**src/isog_pkg.sv**
```systemverilog
`default_nettype none

package isog_pkg;

    typedef logic [6:0] deg_t;

    // largest degree the multiple counter is sized for
    localparam deg_t DEFAULT_MAX_L = 7'd31;

    typedef enum logic [2:0] {
        K_IDLE,
        K_EMIT,
        K_DROP,
        K_CALC,
        K_DONE
    } kern_state_e;

    typedef enum logic [1:0] {
        A_WAIT,
        A_HOLD,
        A_CALC,
        A_DONE
    } acc_state_e;

    typedef enum logic [1:0] {
        F_IDLE,
        F_CALC,
        F_ACK
    } fin_state_e;

endpackage

`default_nettype wire

```
**src/fp_pkg.sv**
```systemverilog
`default_nettype none

package fp_pkg;

    localparam int FP_W = 16;

    typedef logic [FP_W-1:0] fp_t;

    // largest 16-bit prime
    localparam fp_t DEFAULT_P = 16'd65521;

    // both operands already below p
    function automatic fp_t add_mod(input fp_t a, input fp_t b, input fp_t p);
        logic [FP_W:0] s;
        s = {1'b0, a} + {1'b0, b};
        if (s >= {1'b0, p}) begin
            s = s - {1'b0, p};
        end
        return s[FP_W-1:0];
    endfunction

    function automatic fp_t sub_mod(input fp_t a, input fp_t b, input fp_t p);
        fp_t d;
        d = a - b;
        if (a < b) begin
            d = d + p;
        end
        return d;
    endfunction

endpackage

`default_nettype wire
```
**src/isog_ifs.sv**
```systemverilog
`timescale 1ns/1ns
`default_nettype none

// one multiplier call, four-phase req/ack
interface fp_mul_if;
    fp_pkg::fp_t a;
    fp_pkg::fp_t b;
    fp_pkg::fp_t prod;
    logic req;
    logic ack;
    modport client (output a, b, req, input prod, ack);
    modport server (input a, b, req, output prod, ack);
endinterface

// kernel multiples, each sink acknowledges on its own
interface kernel_point_if;
    fp_pkg::fp_t x;
    fp_pkg::fp_t z;
    logic last;
    logic req;
    logic ack_eval;
    logic ack_curve;
    modport source (output x, z, last, req, input ack_eval, ack_curve);
    modport eval_sink (input x, z, last, req, output ack_eval);
    modport curve_sink (input x, z, last, req, output ack_curve);
endinterface

`default_nettype wire

```
**src/xisog_top.sv**
```systemverilog
`timescale 1ns/1ns
`default_nettype none

module xisog_top #(
    parameter fp_pkg::fp_t PRIME = fp_pkg::DEFAULT_P,
    parameter isog_pkg::deg_t MAX_L = isog_pkg::DEFAULT_MAX_L
) (
    input wire clk,
    input wire rst,
    input wire req,
    input wire fp_pkg::fp_t px,
    input wire fp_pkg::fp_t pz,
    input wire fp_pkg::fp_t kx,
    input wire fp_pkg::fp_t kz,
    input wire fp_pkg::fp_t a24,
    input wire isog_pkg::deg_t l,
    output logic ack,
    output fp_pkg::fp_t px_new,
    output fp_pkg::fp_t pz_new,
    output fp_pkg::fp_t prod_x,
    output fp_pkg::fp_t prod_z
);

    fp_pkg::fp_t qx;
    fp_pkg::fp_t qz;
    fp_pkg::fp_t prodx;
    fp_pkg::fp_t prodz;
    logic eval_done;
    logic curve_done;

    // every arithmetic block owns its multiplier
    fp_mul_if kern_mul ();
    fp_mul_if eval_mul ();
    fp_mul_if curve_mul ();
    fp_mul_if fin_mul ();
    kernel_point_if pts ();

    fp_mul #(.PRIME(PRIME)) u_kern_mul (.clk(clk), .rst(rst), .mul(kern_mul));
    fp_mul #(.PRIME(PRIME)) u_eval_mul (.clk(clk), .rst(rst), .mul(eval_mul));
    fp_mul #(.PRIME(PRIME)) u_curve_mul (.clk(clk), .rst(rst), .mul(curve_mul));
    fp_mul #(.PRIME(PRIME)) u_fin_mul (.clk(clk), .rst(rst), .mul(fin_mul));

    kernel_multiples #(.PRIME(PRIME), .MAX_L(MAX_L)) u_kernel (
        .clk(clk), .rst(rst), .start(req),
        .kx(kx), .kz(kz), .a24(a24), .l(l),
        .pts(pts), .mul(kern_mul)
    );

    // accumulators rearm while the request is low
    eval_accum #(.PRIME(PRIME)) u_eval (
        .clk(clk), .rst(rst), .clear(!req), .px(px), .pz(pz),
        .pts(pts), .mul(eval_mul), .qx(qx), .qz(qz), .done(eval_done)
    );

    curve_accum #(.PRIME(PRIME)) u_curve (
        .clk(clk), .rst(rst), .clear(!req), .pts(pts), .mul(curve_mul),
        .prodx(prodx), .prodz(prodz), .done(curve_done)
    );

    isog_finish #(.PRIME(PRIME)) u_finish (
        .clk(clk), .rst(rst), .req(req), .px(px), .pz(pz),
        .qx(qx), .qz(qz), .prodx(prodx), .prodz(prodz),
        .eval_done(eval_done), .curve_done(curve_done), .mul(fin_mul),
        .px_new(px_new), .pz_new(pz_new), .prod_x(prod_x), .prod_z(prod_z),
        .ack(ack)
    );

endmodule

`default_nettype wire

```
**src/isog_finish.sv**
```systemverilog
`timescale 1ns/1ns
`default_nettype none

module isog_finish #(
    parameter fp_pkg::fp_t PRIME = fp_pkg::DEFAULT_P
) (
    input wire clk,
    input wire rst,
    input wire req,
    input wire fp_pkg::fp_t px,
    input wire fp_pkg::fp_t pz,
    input wire fp_pkg::fp_t qx,
    input wire fp_pkg::fp_t qz,
    input wire fp_pkg::fp_t prodx,
    input wire fp_pkg::fp_t prodz,
    input wire eval_done,
    input wire curve_done,
    fp_mul_if.client mul,
    output fp_pkg::fp_t px_new,
    output fp_pkg::fp_t pz_new,
    output fp_pkg::fp_t prod_x,
    output fp_pkg::fp_t prod_z,
    output logic ack
);

    isog_pkg::fin_state_e state;
    logic [1:0] step;

    // square first, the square is kept in the output register
    always_comb begin
        case (step)
            2'd0: begin
                mul.a = qx;
                mul.b = qx;
            end
            2'd1: begin
                mul.a = px;
                mul.b = px_new;
            end
            2'd2: begin
                mul.a = qz;
                mul.b = qz;
            end
            default: begin
                mul.a = pz;
                mul.b = pz_new;
            end
        endcase
    end

    always_ff @(posedge clk) begin
        if (rst) begin
            state <= isog_pkg::F_IDLE;
            mul.req <= 1'b0;
            ack <= 1'b0;
            step <= '0;
        end else begin
            case (state)
                isog_pkg::F_IDLE: begin
                    if (req && eval_done && curve_done) begin
                        prod_x <= prodx;
                        prod_z <= prodz;
                        step <= '0;
                        state <= isog_pkg::F_CALC;
                    end
                end
                isog_pkg::F_CALC: begin
                    if (mul.req && mul.ack) begin
                        mul.req <= 1'b0;
                        step <= step + 2'd1;
                        if (step[1]) begin
                            pz_new <= mul.prod;
                        end else begin
                            px_new <= mul.prod;
                        end
                        if (step == 2'd3) begin
                            ack <= 1'b1;
                            state <= isog_pkg::F_ACK;
                        end
                    end else if (!mul.req && !mul.ack) begin
                        mul.req <= 1'b1;
                    end
                end
                default: begin
                    if (!req) begin
                        ack <= 1'b0;
                        state <= isog_pkg::F_IDLE;
                    end
                end
            endcase
        end
    end

    // ack follows a dropped request within one cycle
    assert property (@(posedge clk) disable iff (rst) !req && ack |=> !ack);

endmodule

`default_nettype wire

```
**src/curve_accum.sv**
```systemverilog
`timescale 1ns/1ns
`default_nettype none

module curve_accum #(
    parameter fp_pkg::fp_t PRIME = fp_pkg::DEFAULT_P
) (
    input wire clk,
    input wire rst,
    input wire clear,
    kernel_point_if.curve_sink pts,
    fp_mul_if.client mul,
    output fp_pkg::fp_t prodx,
    output fp_pkg::fp_t prodz,
    output logic done
);

    isog_pkg::acc_state_e state;
    logic step;
    logic last_q;
    fp_pkg::fp_t mx;
    fp_pkg::fp_t mz;

    // prodx takes (Mx-Mz), prodz takes (Mx+Mz)
    assign mul.a = step ? prodz : prodx;
    assign mul.b = step ? fp_pkg::add_mod(mx, mz, PRIME) : fp_pkg::sub_mod(mx, mz, PRIME);

    always_ff @(posedge clk) begin
        if (rst) begin
            state <= isog_pkg::A_WAIT;
            pts.ack_curve <= 1'b0;
            mul.req <= 1'b0;
            done <= 1'b0;
            step <= 1'b0;
            prodx <= fp_pkg::fp_t'(1);
            prodz <= fp_pkg::fp_t'(1);
        end else begin
            case (state)
                isog_pkg::A_WAIT: begin
                    if (pts.req) begin
                        mx <= pts.x;
                        mz <= pts.z;
                        last_q <= pts.last;
                        pts.ack_curve <= 1'b1;
                        state <= isog_pkg::A_HOLD;
                    end
                end
                isog_pkg::A_HOLD: begin
                    if (!pts.req) begin
                        pts.ack_curve <= 1'b0;
                        step <= 1'b0;
                        state <= isog_pkg::A_CALC;
                    end
                end
                isog_pkg::A_CALC: begin
                    if (mul.req && mul.ack) begin
                        mul.req <= 1'b0;
                        step <= ~step;
                        if (step) begin
                            prodz <= mul.prod;
                            done <= last_q;
                            state <= last_q ? isog_pkg::A_DONE : isog_pkg::A_WAIT;
                        end else begin
                            prodx <= mul.prod;
                        end
                    end else if (!mul.req && !mul.ack) begin
                        mul.req <= 1'b1;
                    end
                end
                default: begin
                    if (clear) begin
                        done <= 1'b0;
                        prodx <= fp_pkg::fp_t'(1);
                        prodz <= fp_pkg::fp_t'(1);
                        state <= isog_pkg::A_WAIT;
                    end
                end
            endcase
        end
    end

endmodule

`default_nettype wire

```
**src/eval_accum.sv**
```systemverilog
`timescale 1ns/1ns
`default_nettype none

module eval_accum #(
    parameter fp_pkg::fp_t PRIME = fp_pkg::DEFAULT_P
) (
    input wire clk,
    input wire rst,
    input wire clear,
    input wire fp_pkg::fp_t px,
    input wire fp_pkg::fp_t pz,
    kernel_point_if.eval_sink pts,
    fp_mul_if.client mul,
    output fp_pkg::fp_t qx,
    output fp_pkg::fp_t qz,
    output logic done
);

    isog_pkg::acc_state_e state;
    logic [1:0] step;
    logic last_q;
    fp_pkg::fp_t mx;
    fp_pkg::fp_t mz;
    fp_pkg::fp_t ta;
    fp_pkg::fp_t tb;

    // a = (Px-Pz)(Mx+Mz), b = (Px+Pz)(Mx-Mz), then Qx*(a+b) and Qz*(a-b)
    always_comb begin
        case (step)
            2'd0: begin
                mul.a = fp_pkg::sub_mod(px, pz, PRIME);
                mul.b = fp_pkg::add_mod(mx, mz, PRIME);
            end
            2'd1: begin
                mul.a = fp_pkg::add_mod(px, pz, PRIME);
                mul.b = fp_pkg::sub_mod(mx, mz, PRIME);
            end
            2'd2: begin
                mul.a = qx;
                mul.b = fp_pkg::add_mod(ta, tb, PRIME);
            end
            default: begin
                mul.a = qz;
                mul.b = fp_pkg::sub_mod(ta, tb, PRIME);
            end
        endcase
    end

    always_ff @(posedge clk) begin
        if (rst) begin
            state <= isog_pkg::A_WAIT;
            pts.ack_eval <= 1'b0;
            mul.req <= 1'b0;
            done <= 1'b0;
            step <= '0;
            qx <= fp_pkg::fp_t'(1);
            qz <= fp_pkg::fp_t'(1);
        end else begin
            case (state)
                isog_pkg::A_WAIT: begin
                    if (pts.req) begin
                        mx <= pts.x;
                        mz <= pts.z;
                        last_q <= pts.last;
                        pts.ack_eval <= 1'b1;
                        state <= isog_pkg::A_HOLD;
                    end
                end
                isog_pkg::A_HOLD: begin
                    if (!pts.req) begin
                        pts.ack_eval <= 1'b0;
                        step <= '0;
                        state <= isog_pkg::A_CALC;
                    end
                end
                isog_pkg::A_CALC: begin
                    if (mul.req && mul.ack) begin
                        mul.req <= 1'b0;
                        step <= step + 2'd1;
                        case (step)
                            2'd0: ta <= mul.prod;
                            2'd1: tb <= mul.prod;
                            2'd2: qx <= mul.prod;
                            default: qz <= mul.prod;
                        endcase
                        if (step == 2'd3) begin
                            done <= last_q;
                            state <= last_q ? isog_pkg::A_DONE : isog_pkg::A_WAIT;
                        end
                    end else if (!mul.req && !mul.ack) begin
                        mul.req <= 1'b1;
                    end
                end
                default: begin
                    // rearm for the next job
                    if (clear) begin
                        done <= 1'b0;
                        qx <= fp_pkg::fp_t'(1);
                        qz <= fp_pkg::fp_t'(1);
                        state <= isog_pkg::A_WAIT;
                    end
                end
            endcase
        end
    end

endmodule

`default_nettype wire

```
**src/kernel_multiples.sv**
```systemverilog
`timescale 1ns/1ns
`default_nettype none

module kernel_multiples #(
    parameter fp_pkg::fp_t PRIME = fp_pkg::DEFAULT_P,
    parameter isog_pkg::deg_t MAX_L = isog_pkg::DEFAULT_MAX_L
) (
    input wire clk,
    input wire rst,
    input wire start,
    input wire fp_pkg::fp_t kx,
    input wire fp_pkg::fp_t kz,
    input wire fp_pkg::fp_t a24,
    input wire isog_pkg::deg_t l,
    kernel_point_if.source pts,
    fp_mul_if.client mul
);

    // counter only has to reach (MAX_L-1)/2
    localparam int IW = $clog2(int'(MAX_L));

    isog_pkg::kern_state_e state;
    logic [IW-1:0] i;
    logic [2:0] step;
    logic [1:0] cur;
    logic [1:0] prv;
    logic [1:0] nxt;
    logic dbl;
    fp_pkg::fp_t mx [3];
    fp_pkg::fp_t mz [3];
    fp_pkg::fp_t t0;
    fp_pkg::fp_t t1;
    fp_pkg::fp_t t2;
    fp_pkg::fp_t sum_p;
    fp_pkg::fp_t dif_p;
    fp_pkg::fp_t sum_k;
    fp_pkg::fp_t dif_k;
    fp_pkg::fp_t t01_sum;
    fp_pkg::fp_t t01_dif;

    // M_i lives in slot i mod 3
    assign nxt = (cur == 2'd2) ? 2'd0 : cur + 2'd1;
    assign prv = (cur == 2'd0) ? 2'd2 : cur - 2'd1;
    assign dbl = (i == IW'(1));

    assign sum_p = fp_pkg::add_mod(mx[cur], mz[cur], PRIME);
    assign dif_p = fp_pkg::sub_mod(mx[cur], mz[cur], PRIME);
    assign sum_k = fp_pkg::add_mod(kx, kz, PRIME);
    assign dif_k = fp_pkg::sub_mod(kx, kz, PRIME);
    assign t01_sum = fp_pkg::add_mod(t0, t1, PRIME);
    assign t01_dif = fp_pkg::sub_mod(t0, t1, PRIME);

    assign pts.x = mx[cur];
    assign pts.z = mz[cur];
    assign pts.last = (i == IW'(l >> 1));

    // doubling takes 5 products, differential addition 6
    always_comb begin
        case (step)
            3'd0: begin
                mul.a = dbl ? sum_p : dif_p;
                mul.b = dbl ? sum_p : sum_k;
            end
            3'd1: begin
                mul.a = dbl ? dif_p : sum_p;
                mul.b = dbl ? dif_p : dif_k;
            end
            3'd2: begin
                mul.a = dbl ? t0 : t01_sum;
                mul.b = dbl ? t1 : t01_sum;
            end
            3'd3: begin
                mul.a = dbl ? a24 : mz[prv];
                mul.b = dbl ? t01_dif : t2;
            end
            3'd4: begin
                mul.a = t01_dif;
                mul.b = dbl ? fp_pkg::add_mod(t1, t2, PRIME) : t01_dif;
            end
            default: begin
                mul.a = mx[prv];
                mul.b = t2;
            end
        endcase
    end

    always_ff @(posedge clk) begin
        if (rst) begin
            state <= isog_pkg::K_IDLE;
            pts.req <= 1'b0;
            mul.req <= 1'b0;
            i <= '0;
            step <= '0;
            cur <= '0;
        end else begin
            case (state)
                isog_pkg::K_IDLE: begin
                    if (start) begin
                        mx[1] <= kx;
                        mz[1] <= kz;
                        cur <= 2'd1;
                        i <= IW'(1);
                        pts.req <= 1'b1;
                        state <= isog_pkg::K_EMIT;
                    end
                end
                isog_pkg::K_EMIT: begin
                    if (pts.ack_eval && pts.ack_curve) begin
                        pts.req <= 1'b0;
                        state <= isog_pkg::K_DROP;
                    end
                end
                isog_pkg::K_DROP: begin
                    if (!pts.ack_eval && !pts.ack_curve) begin
                        step <= '0;
                        state <= pts.last ? isog_pkg::K_DONE : isog_pkg::K_CALC;
                    end
                end
                isog_pkg::K_CALC: begin
                    if (mul.req && mul.ack) begin
                        mul.req <= 1'b0;
                        step <= step + 3'd1;
                        case (step)
                            3'd0: t0 <= mul.prod;
                            3'd1: t1 <= mul.prod;
                            3'd2: if (dbl) mx[nxt] <= mul.prod; else t2 <= mul.prod;
                            3'd3: if (dbl) t2 <= mul.prod; else mx[nxt] <= mul.prod;
                            3'd4: if (dbl) mz[nxt] <= mul.prod; else t2 <= mul.prod;
                            default: mz[nxt] <= mul.prod;
                        endcase
                        if (step == (dbl ? 3'd4 : 3'd5)) begin
                            cur <= nxt;
                            i <= i + 1'b1;
                            pts.req <= 1'b1;
                            state <= isog_pkg::K_EMIT;
                        end
                    end else if (!mul.req && !mul.ack) begin
                        mul.req <= 1'b1;
                    end
                end
                isog_pkg::K_DONE: begin
                    if (!start) begin
                        state <= isog_pkg::K_IDLE;
                    end
                end
                default: state <= isog_pkg::K_IDLE;
            endcase
        end
    end

    // a multiple stays on offer until both accumulators hold it
    assert property (@(posedge clk) disable iff (rst)
        pts.req && !(pts.ack_eval && pts.ack_curve) |=> pts.req);

    // odd degree of at least 3 that the counter can reach
    assert property (@(posedge clk) disable iff (rst)
        state == isog_pkg::K_IDLE && start |-> l[0] && l >= 7'd3 && l <= MAX_L);

endmodule

`default_nettype wire

```
**src/fp_mul.sv**
```systemverilog
`timescale 1ns/1ns
`default_nettype none

module fp_mul #(
    parameter fp_pkg::fp_t PRIME = fp_pkg::DEFAULT_P
) (
    input wire clk,
    input wire rst,
    fp_mul_if.server mul
);

    localparam int CW = $clog2(fp_pkg::FP_W + 1);

    logic busy;
    logic [CW-1:0] cnt;
    fp_pkg::fp_t b_sh;
    fp_pkg::fp_t dbl_v;
    fp_pkg::fp_t step_v;

    // double the partial product, then add a if the current bit of b is set
    always_comb begin
        dbl_v = fp_pkg::add_mod(mul.prod, mul.prod, PRIME);
        if (b_sh[fp_pkg::FP_W-1]) begin
            step_v = fp_pkg::add_mod(dbl_v, mul.a, PRIME);
        end else begin
            step_v = dbl_v;
        end
    end

    always_ff @(posedge clk) begin
        if (rst) begin
            busy <= 1'b0;
            cnt <= '0;
            mul.ack <= 1'b0;
        end else if (busy) begin
            if (cnt == CW'(fp_pkg::FP_W)) begin
                busy <= 1'b0;
                mul.ack <= 1'b1;
            end else begin
                mul.prod <= step_v;
                b_sh <= b_sh << 1;
                cnt <= cnt + 1'b1;
            end
        end else if (mul.ack) begin
            // product held until the client lets go
            if (!mul.req) begin
                mul.ack <= 1'b0;
            end
        end else if (mul.req) begin
            busy <= 1'b1;
            cnt <= '0;
            b_sh <= mul.b;
            mul.prod <= '0;
        end
    end

endmodule

`default_nettype wire

```
**config.mk**
```make
export PLATFORM = sky130hd
export DESIGN_NAME = xisog_top
export DESIGN_NICKNAME = d
export VERILOG_FILES = /design/src/isog_pkg.sv /design/src/fp_pkg.sv /design/src/isog_ifs.sv /design/src/xisog_top.sv /design/src/isog_finish.sv /design/src/curve_accum.sv /design/src/eval_accum.sv /design/src/kernel_multiples.sv /design/src/fp_mul.sv
export SDC_FILE = /design/constraint.sdc
export NUM_CORES = 2
export LEC_CHECK = 0
export BUFFER_PORTS_ARGS = -buffer_cell sky130_fd_sc_hd__buf_2
export CORE_ASPECT_RATIO = 1.5
export CORE_MARGIN = 5
export CORE_UTILIZATION = 45
export CTS_CLUSTER_SIZE = 16
export DETAILED_ROUTE_END_ITERATION = 7
export HOLD_SLACK_MARGIN = 0.15
export PLACE_DENSITY_LB_ADDON = 0.1
export SLEW_MARGIN = 15
export SYNTH_ARGS = -nofsm -noshare
export SYNTH_HDL_FRONTEND = slang
export SYNTH_HIERARCHICAL = 1
export SYNTH_SLANG_ARGS = --single-unit
```
**constraint.sdc**
```tcl
create_clock -name clk -period 9.2 [get_ports clk]
set_input_delay 1.84 -clock clk [delete_from_list [all_inputs] [get_ports clk]]
set_output_delay 1.84 -clock clk [all_outputs]
set_load 0.02 [all_outputs]
```
=== After elaboration in Yosys (flattened, before gate mapping) ===
Memories as Yosys holds them, arrays and structs flattened. A register that Yosys moved wholly into a read port is not among the register bits.
Index checks and enable logic that the tools add are counted.

* Flip-flop bits (word level): 464
* Memory bits (writable): 96
* Bits of input ports: 90
* Memories kept: 2

{| class="wikitable"
|+ Memory list
! memory !! depth !! bits a word !! rd ports !! clocked after Yosys merged registers in !! wr ports !! RTL line !! source
|-
| u_kernel.mx || 3 || 16 || 2 || 1 || 1 || kernel_multiples.sv:29 || <nowiki>fp_pkg::fp_t mx [3];</nowiki>
|-
| u_kernel.mz || 3 || 16 || 2 || 1 || 1 || kernel_multiples.sv:30 || <nowiki>fp_pkg::fp_t mz [3];</nowiki>
|}

* $add $sub $neg: 56
* $lt $le $gt $ge: 23
* Equality and inequality tests: 67
* Muxes and demuxes: 246
* Bitwise gates (word level): 8
* Reductions and logical operators: 94

{| class="wikitable"
|+ Operators with widths
! cell !! number
|-
| 2-to-1 mux 16 bit || 85
|-
| adder 16 x 16 -> 17 bit || 16
|-
| >= comparator 17 x 16 -> 1 bit (second input constant) || 16
|-
| subtractor 16 bit (second input constant) || 16
|-
| case mux 16 bit (3 select lines) || 4
|-
| case mux 16 bit (2 select lines) || 5
|-
| case mux 16 bit (5 select lines) || 2
|-
| adder 16 bit (second input constant) || 7
|-
| < comparator 16 bit || 7
|-
| subtractor 16 bit || 7
|-
| 2-to-1 mux 5 bit || 19
|-
| 2-to-1 mux 1 bit || 79
|-
| AND reduction 4 bit || 18
|-
| 2-to-1 mux 2 bit || 27
|-
| inequality test 2 bit (second input constant) || 22
|-
| AND reduction 3 bit || 13
|-
| nonzero test 2 bit || 16
|-
| OR reduction 16 bit || 2
|-
| inequality test 2 x 1 -> 1 bit (second input constant) || 15
|-
| 2-to-1 mux 3 bit || 9
|-
| adder 5 x 1 -> 5 bit (second input constant) || 5
|-
| equality test 5 bit (second input constant) || 4
|-
| case mux 2 bit (2 select lines) || 4
|-
| case mux 3 bit (5 select lines) || 1
|-
| 31 further kinds || 95
|}

=== Depth between registers and ports, before layout ===
* Word-level depth: 11
* Mapped depth: 31

=== By module ===
The synthesis kept the hierarchy.

{| class="wikitable"
|+ By module, submodules not included
! module !! instances !! cells an instance !! area an instance (um^2)
|-
| kernel_multiples || 1 || 2219 || 18063.6
|-
| fp_mul || 4 || 377 || 3423.3
|-
| eval_accum || 1 || 1528 || 12094.1
|-
| curve_accum || 1 || 652 || 5572.8
|-
| isog_finish || 1 || 229 || 3064.2
|-
| xisog_top || 1 || 1 || 3.8
|}

=== Worst setup path before layout ===
OpenSTA, ideal clock, no wires.

* Path type: reg2reg
* Start point: register (tool-made name)
* End point: register u_kern_mul.mul.prod[14] (data pin)
* Setup time: 0.259 ns
* Data arrival time: 7.485 ns
* Path slack: 1.456 ns
* Stages on the path, launching flop included: 30
* Path through: dfxtp_1 -> clkbuf_1 -> buf_1 -> mux2i_1 -> o21ai_0 -> fa_1 -> nor2b_1 -> o21a_1 -> or4b_2 -> a21o_1 -> a2bb2oi_1 -> nand4_1 -> nor4_2 -> or2_1 -> buf_2 -> nand3_1 -> xor2_1 -> nor2_1 -> o32a_1 -> ha_1 -> buf_2 -> and4_1 -> and2b_1 -> a21oi_2 -> mux2_1 -> or4_4 -> nor4_4 -> nor2_1 -> o311a_1 -> o31a_1

{| class="wikitable"
|+ RTL lines
! item !! RTL line !! source
|-
| end signal: assignment || fp_mul.sv:40 || <nowiki>mul.prod <= step_v;</nowiki>
|-
| end: declaration || isog_ifs.sv:12 || <nowiki>modport server (input a, b, req, output prod, ack);</nowiki>
|}

==> results.py <==
metrics = {
    "status": {
        "outcome": "complete, no violations",
    },
    "timing": {
        "setup_ws_ns": 0.367,
        "final-max-slew-violation-count": 0,
        "grt_setup_unrepaired": "no",
        "timing.final.hold_violations": 0,
        "clock.fmax_ghz": 0.113,
        "max-slew-margin-rel_pct": 14.2,
        "timing_worst_slew_pin_value_ns": 1.29,
        "finalClockSkew_ns": 0.0277,
        "setup_viol": 0,
        "timing.hold.ws_ns": 0.451,
        "setup_total_negative_slack_ns": 0,
        "fin_crit_sh_pct": 96.0,
        "finalCriticalPeriod_ns": 8.83,
    },
    "global_route": {
        "grt_first_pass_wirelength_mm": 284,
        "initial_antenna_violation_count": 15,
        "groute.usage.overall_pct": 29.8,
        "first_global_vias": 46100,
        "grt.overflow.total": 0,
        "maximum_number_of_pins_on_one_net_before_global_route_repair": 62,
    },
    "setup_path": {
        "setup.worst_path.class": "reg -> reg",
        "critical_path.endpoint_type": "register",
        "cp_max_fo": 15,
        "critical_path_s_slowest_cell": "o21ai_0",
        "worstPathRequired_ns": 9.60,
        "critical_path.startpoint_type": "register",
        "cp_data_arrival_time_ns": 9.23,
        "cpMostUsedCell": "buf_4",
        "critPathMaxStageDelay_ns": 0.90,
    },
    "cells_and_area": {
        "final_cells": 7824,
        "layout_commonest_cell": "nand2_1",
        "final_cell_mix": "nand2_1 (565), a21oi_1 (470), edfxtp_1 (434)",
        "largest_registers": "u_kernel/mx: 48 flops, u_kernel/mz: 48 flops",
        "syn_to_final_growth_pct": 9.20,
        "fin_util_pct": 49.4,
        "drive_gt1_share_pct": 11.8,
        "design.final.nets": 6704,
    },
    "pwr": {
        "share_seq_of_total_power_pct": 25.3,
        "internal_power_mw": 7.15,
        "comb_power_share_pct": 54.6,
        "vdd_drop_max_mv": 0.179,
        "net-switching-power_mw": 5.54,
        "leakage_power_nw": 21.6,
        "power_switching_share_pct": 43.6,
        "clkPwrFrac_pct": 20.0,
        "power_density_mw_per_mm2": 221,
    },
    "drt": {
        "via_count": 47700,
        "ant_nets": 0,
        "dr.first_iter.drc_count": 3479,
        "detail_route.wl_per_cell_um": 24.7,
        "count_of_tritonroute_iterations_in_the_first_routing_pass": 6,
        "vias_per_cell": 6.10,
        "post-route-drc-count": 0,
        "routed_wirelength_mm": 193,
    },
    "logic_synthesis": {
        "unique_masters_post_synth": 134,
        "mappedNetlistNets": 6623,
        "largest_cells_by_area_after_synthesis": "edfxtp_1 (25%), ha_1 (9.0%), dfxtp_1 (4.9%), xnor2_1 (4.9%), a21oi_1 (4.5%)",
        "yosys.area.top_type_share_pct": 24.8,
        "yosysSeqAreaShare_pct": 29.7,
        "ys_dominant_reg_cell": "edfxtp_1",
        "syn_area_mm2": 0.0525,
        "ys_ff_latch": 562,
        "synth_area_per_cell_um2": 8.55,
        "synthesis.yosys.warnings": 6,
        "synth_top_area_cell": "edfxtp_1",
        "asr_flop_ratio_synth_pct": 0,
        "synth-edff-count": 434,
        "synth_cells": 6137,
    },
    "floorplan": {
        "fp-row-count": 153,
        "floorplan.die.height_um": 428,
        "floorplan.die_area_mm2": 0.124,
        "core_region_area_mm2": 0.116,
        "fp.dieW_um": 289,
        "start_util_pct": 45.2,
        "pin_count": 155,
    },
    "place": {
        "place.detailed.instances": 7708,
        "worst_slack_after_detailed_placement_ns": 0.544,
        "buffer_ports.inserted": 152,
        "hpwlAfterDp_mm": 156,
        "finalWeightedCongestion": 1.01,
    },
    "clocking": {
        "cts.sinks": 562,
        "ctsHoldBuffers": 0,
        "cts_tree": "yes",
        "path_clk_slew_ns": 0.07,
        "cts_htree_levels": 2,
        "cts-buffers-inserted": 58,
        "clock_tree.buffer_depth": 3,
        "cts.repair_timing.setup_buffer_count": 0,
        "clk_latency_ns": 0.67,
        "ctsRootBufferMaster": "clkbuf_16",
        "post_cts_resize_count": 0,
    },
    "hold_path": {
        "holdCritPathClass": "reg -> reg",
    },
    "run": {
        "max-cap-violations": 0,
    },
}
## cells in the mapped netlist, types with 37 or more instances
cell,n
inv_1,332
edfxtp_1,434
nor2b_1,129
nor4_1,55
buf_2,55
or3_1,50
or2_2,44
mux2_2,102
ha_1,377
nor2_1,427
o211ai_1,56
o21a_1,57
and3_1,52
nor3_1,136
a221oi_1,40
o31ai_1,45
xor2_1,165
nand2_1,565
a21oi_1,471
mux2i_1,111
o21ai_0,349
a211oi_1,75
clkbuf_1,196
xnor2_1,292
a31oi_1,47
a21o_1,79
nand2b_1,101
dfxtp_1,128
and2_1,58
nor3b_1,37
nand4_1,60
nand3_1,235
## power groups by stage
stage	Clock [mW]	Combinational (mW)	Sequential, mW
final	2.54	6.93	3.22
after global routing	2.70	7.50	3.24
after CTS	2.60	6.84	3.22
after detailed placement	0	6.80	3.27
after global placement	0	6.76	3.27
after floorplan	0	4.71	3.14
## path summary, 6_finish.rpt
path,from,endpoint,slack [ns],depth (start not counted)
min reg2reg,u_curve/prodx[10],u_finish/prod_x[10],0.45,0
min,u_curve/prodx[10],u_finish/prod_x[10],0.45,0
max reg2reg,register,u_kern_mul/mul.prod[10],0.37,29
max,register,u_kern_mul/mul.prod[10],0.37,29
## critical path: cells and delay by family (launching register included)
kind                       cells  cell delay (ns)
buffers and inverters          4             0.73
AOI/OAI and AO/OA             13             3.62
xor gates and xnor gates       1             0.44
muxes                          2             0.52
adders and majority gates      2             0.66
and+or+nand+nor                7             1.86
DFF                            1             0.69
## stage by stage
| step | total power [mW] | cell area (um^2) |
|---|---|---|
| floorplan | 7.86 | 52500 |
| global placement | 10.0 | 55300 |
| detailed placement | 10.1 | 55300 |
| CTS | 12.7 | 57300 |
| global route | 13.4 | 57300 |
| finish | 12.7 | 57300 |
## kinds of logic (layout without fill, tap and decap cells)
kind of cell,count (synthesis),count (layout),synth area share (%)
compound gates,1740,1740,22.6
xor+xnor,458,458,7.66
fa+ha+maj,396,396,9.71
buf+inv,637,766,4.97
flops,562,562,29.7
mux,217,217,4.39
other cells,0,8,0
simple gates,2127,2127,21.0
## area by class of cell
cell class / count / area, um^2
Fill cell: 11300 / 58700
Multi-Input combinational cell: 4938 / 34400
Sequential cell: 562 / 15600
Timing Repair Buffer: 322 / 2040
Tap cell: 1550 / 1940
Clock buffer: 70 / 1590
Inverter: 336 / 1270
Clock inverter: 38 / 440
Antenna cell: 8 / 20.0
## metal layers
layer  GRT usage, %  part of all wire [%]  routed length (um)
met1           31.2                    36               68800
met2           54.5                    51               98400
met3           3.41                   4.3                8320
met4           21.4                   9.1               17600
met5              0                0.0062                  12
Power figures use the tool's default switching activity.
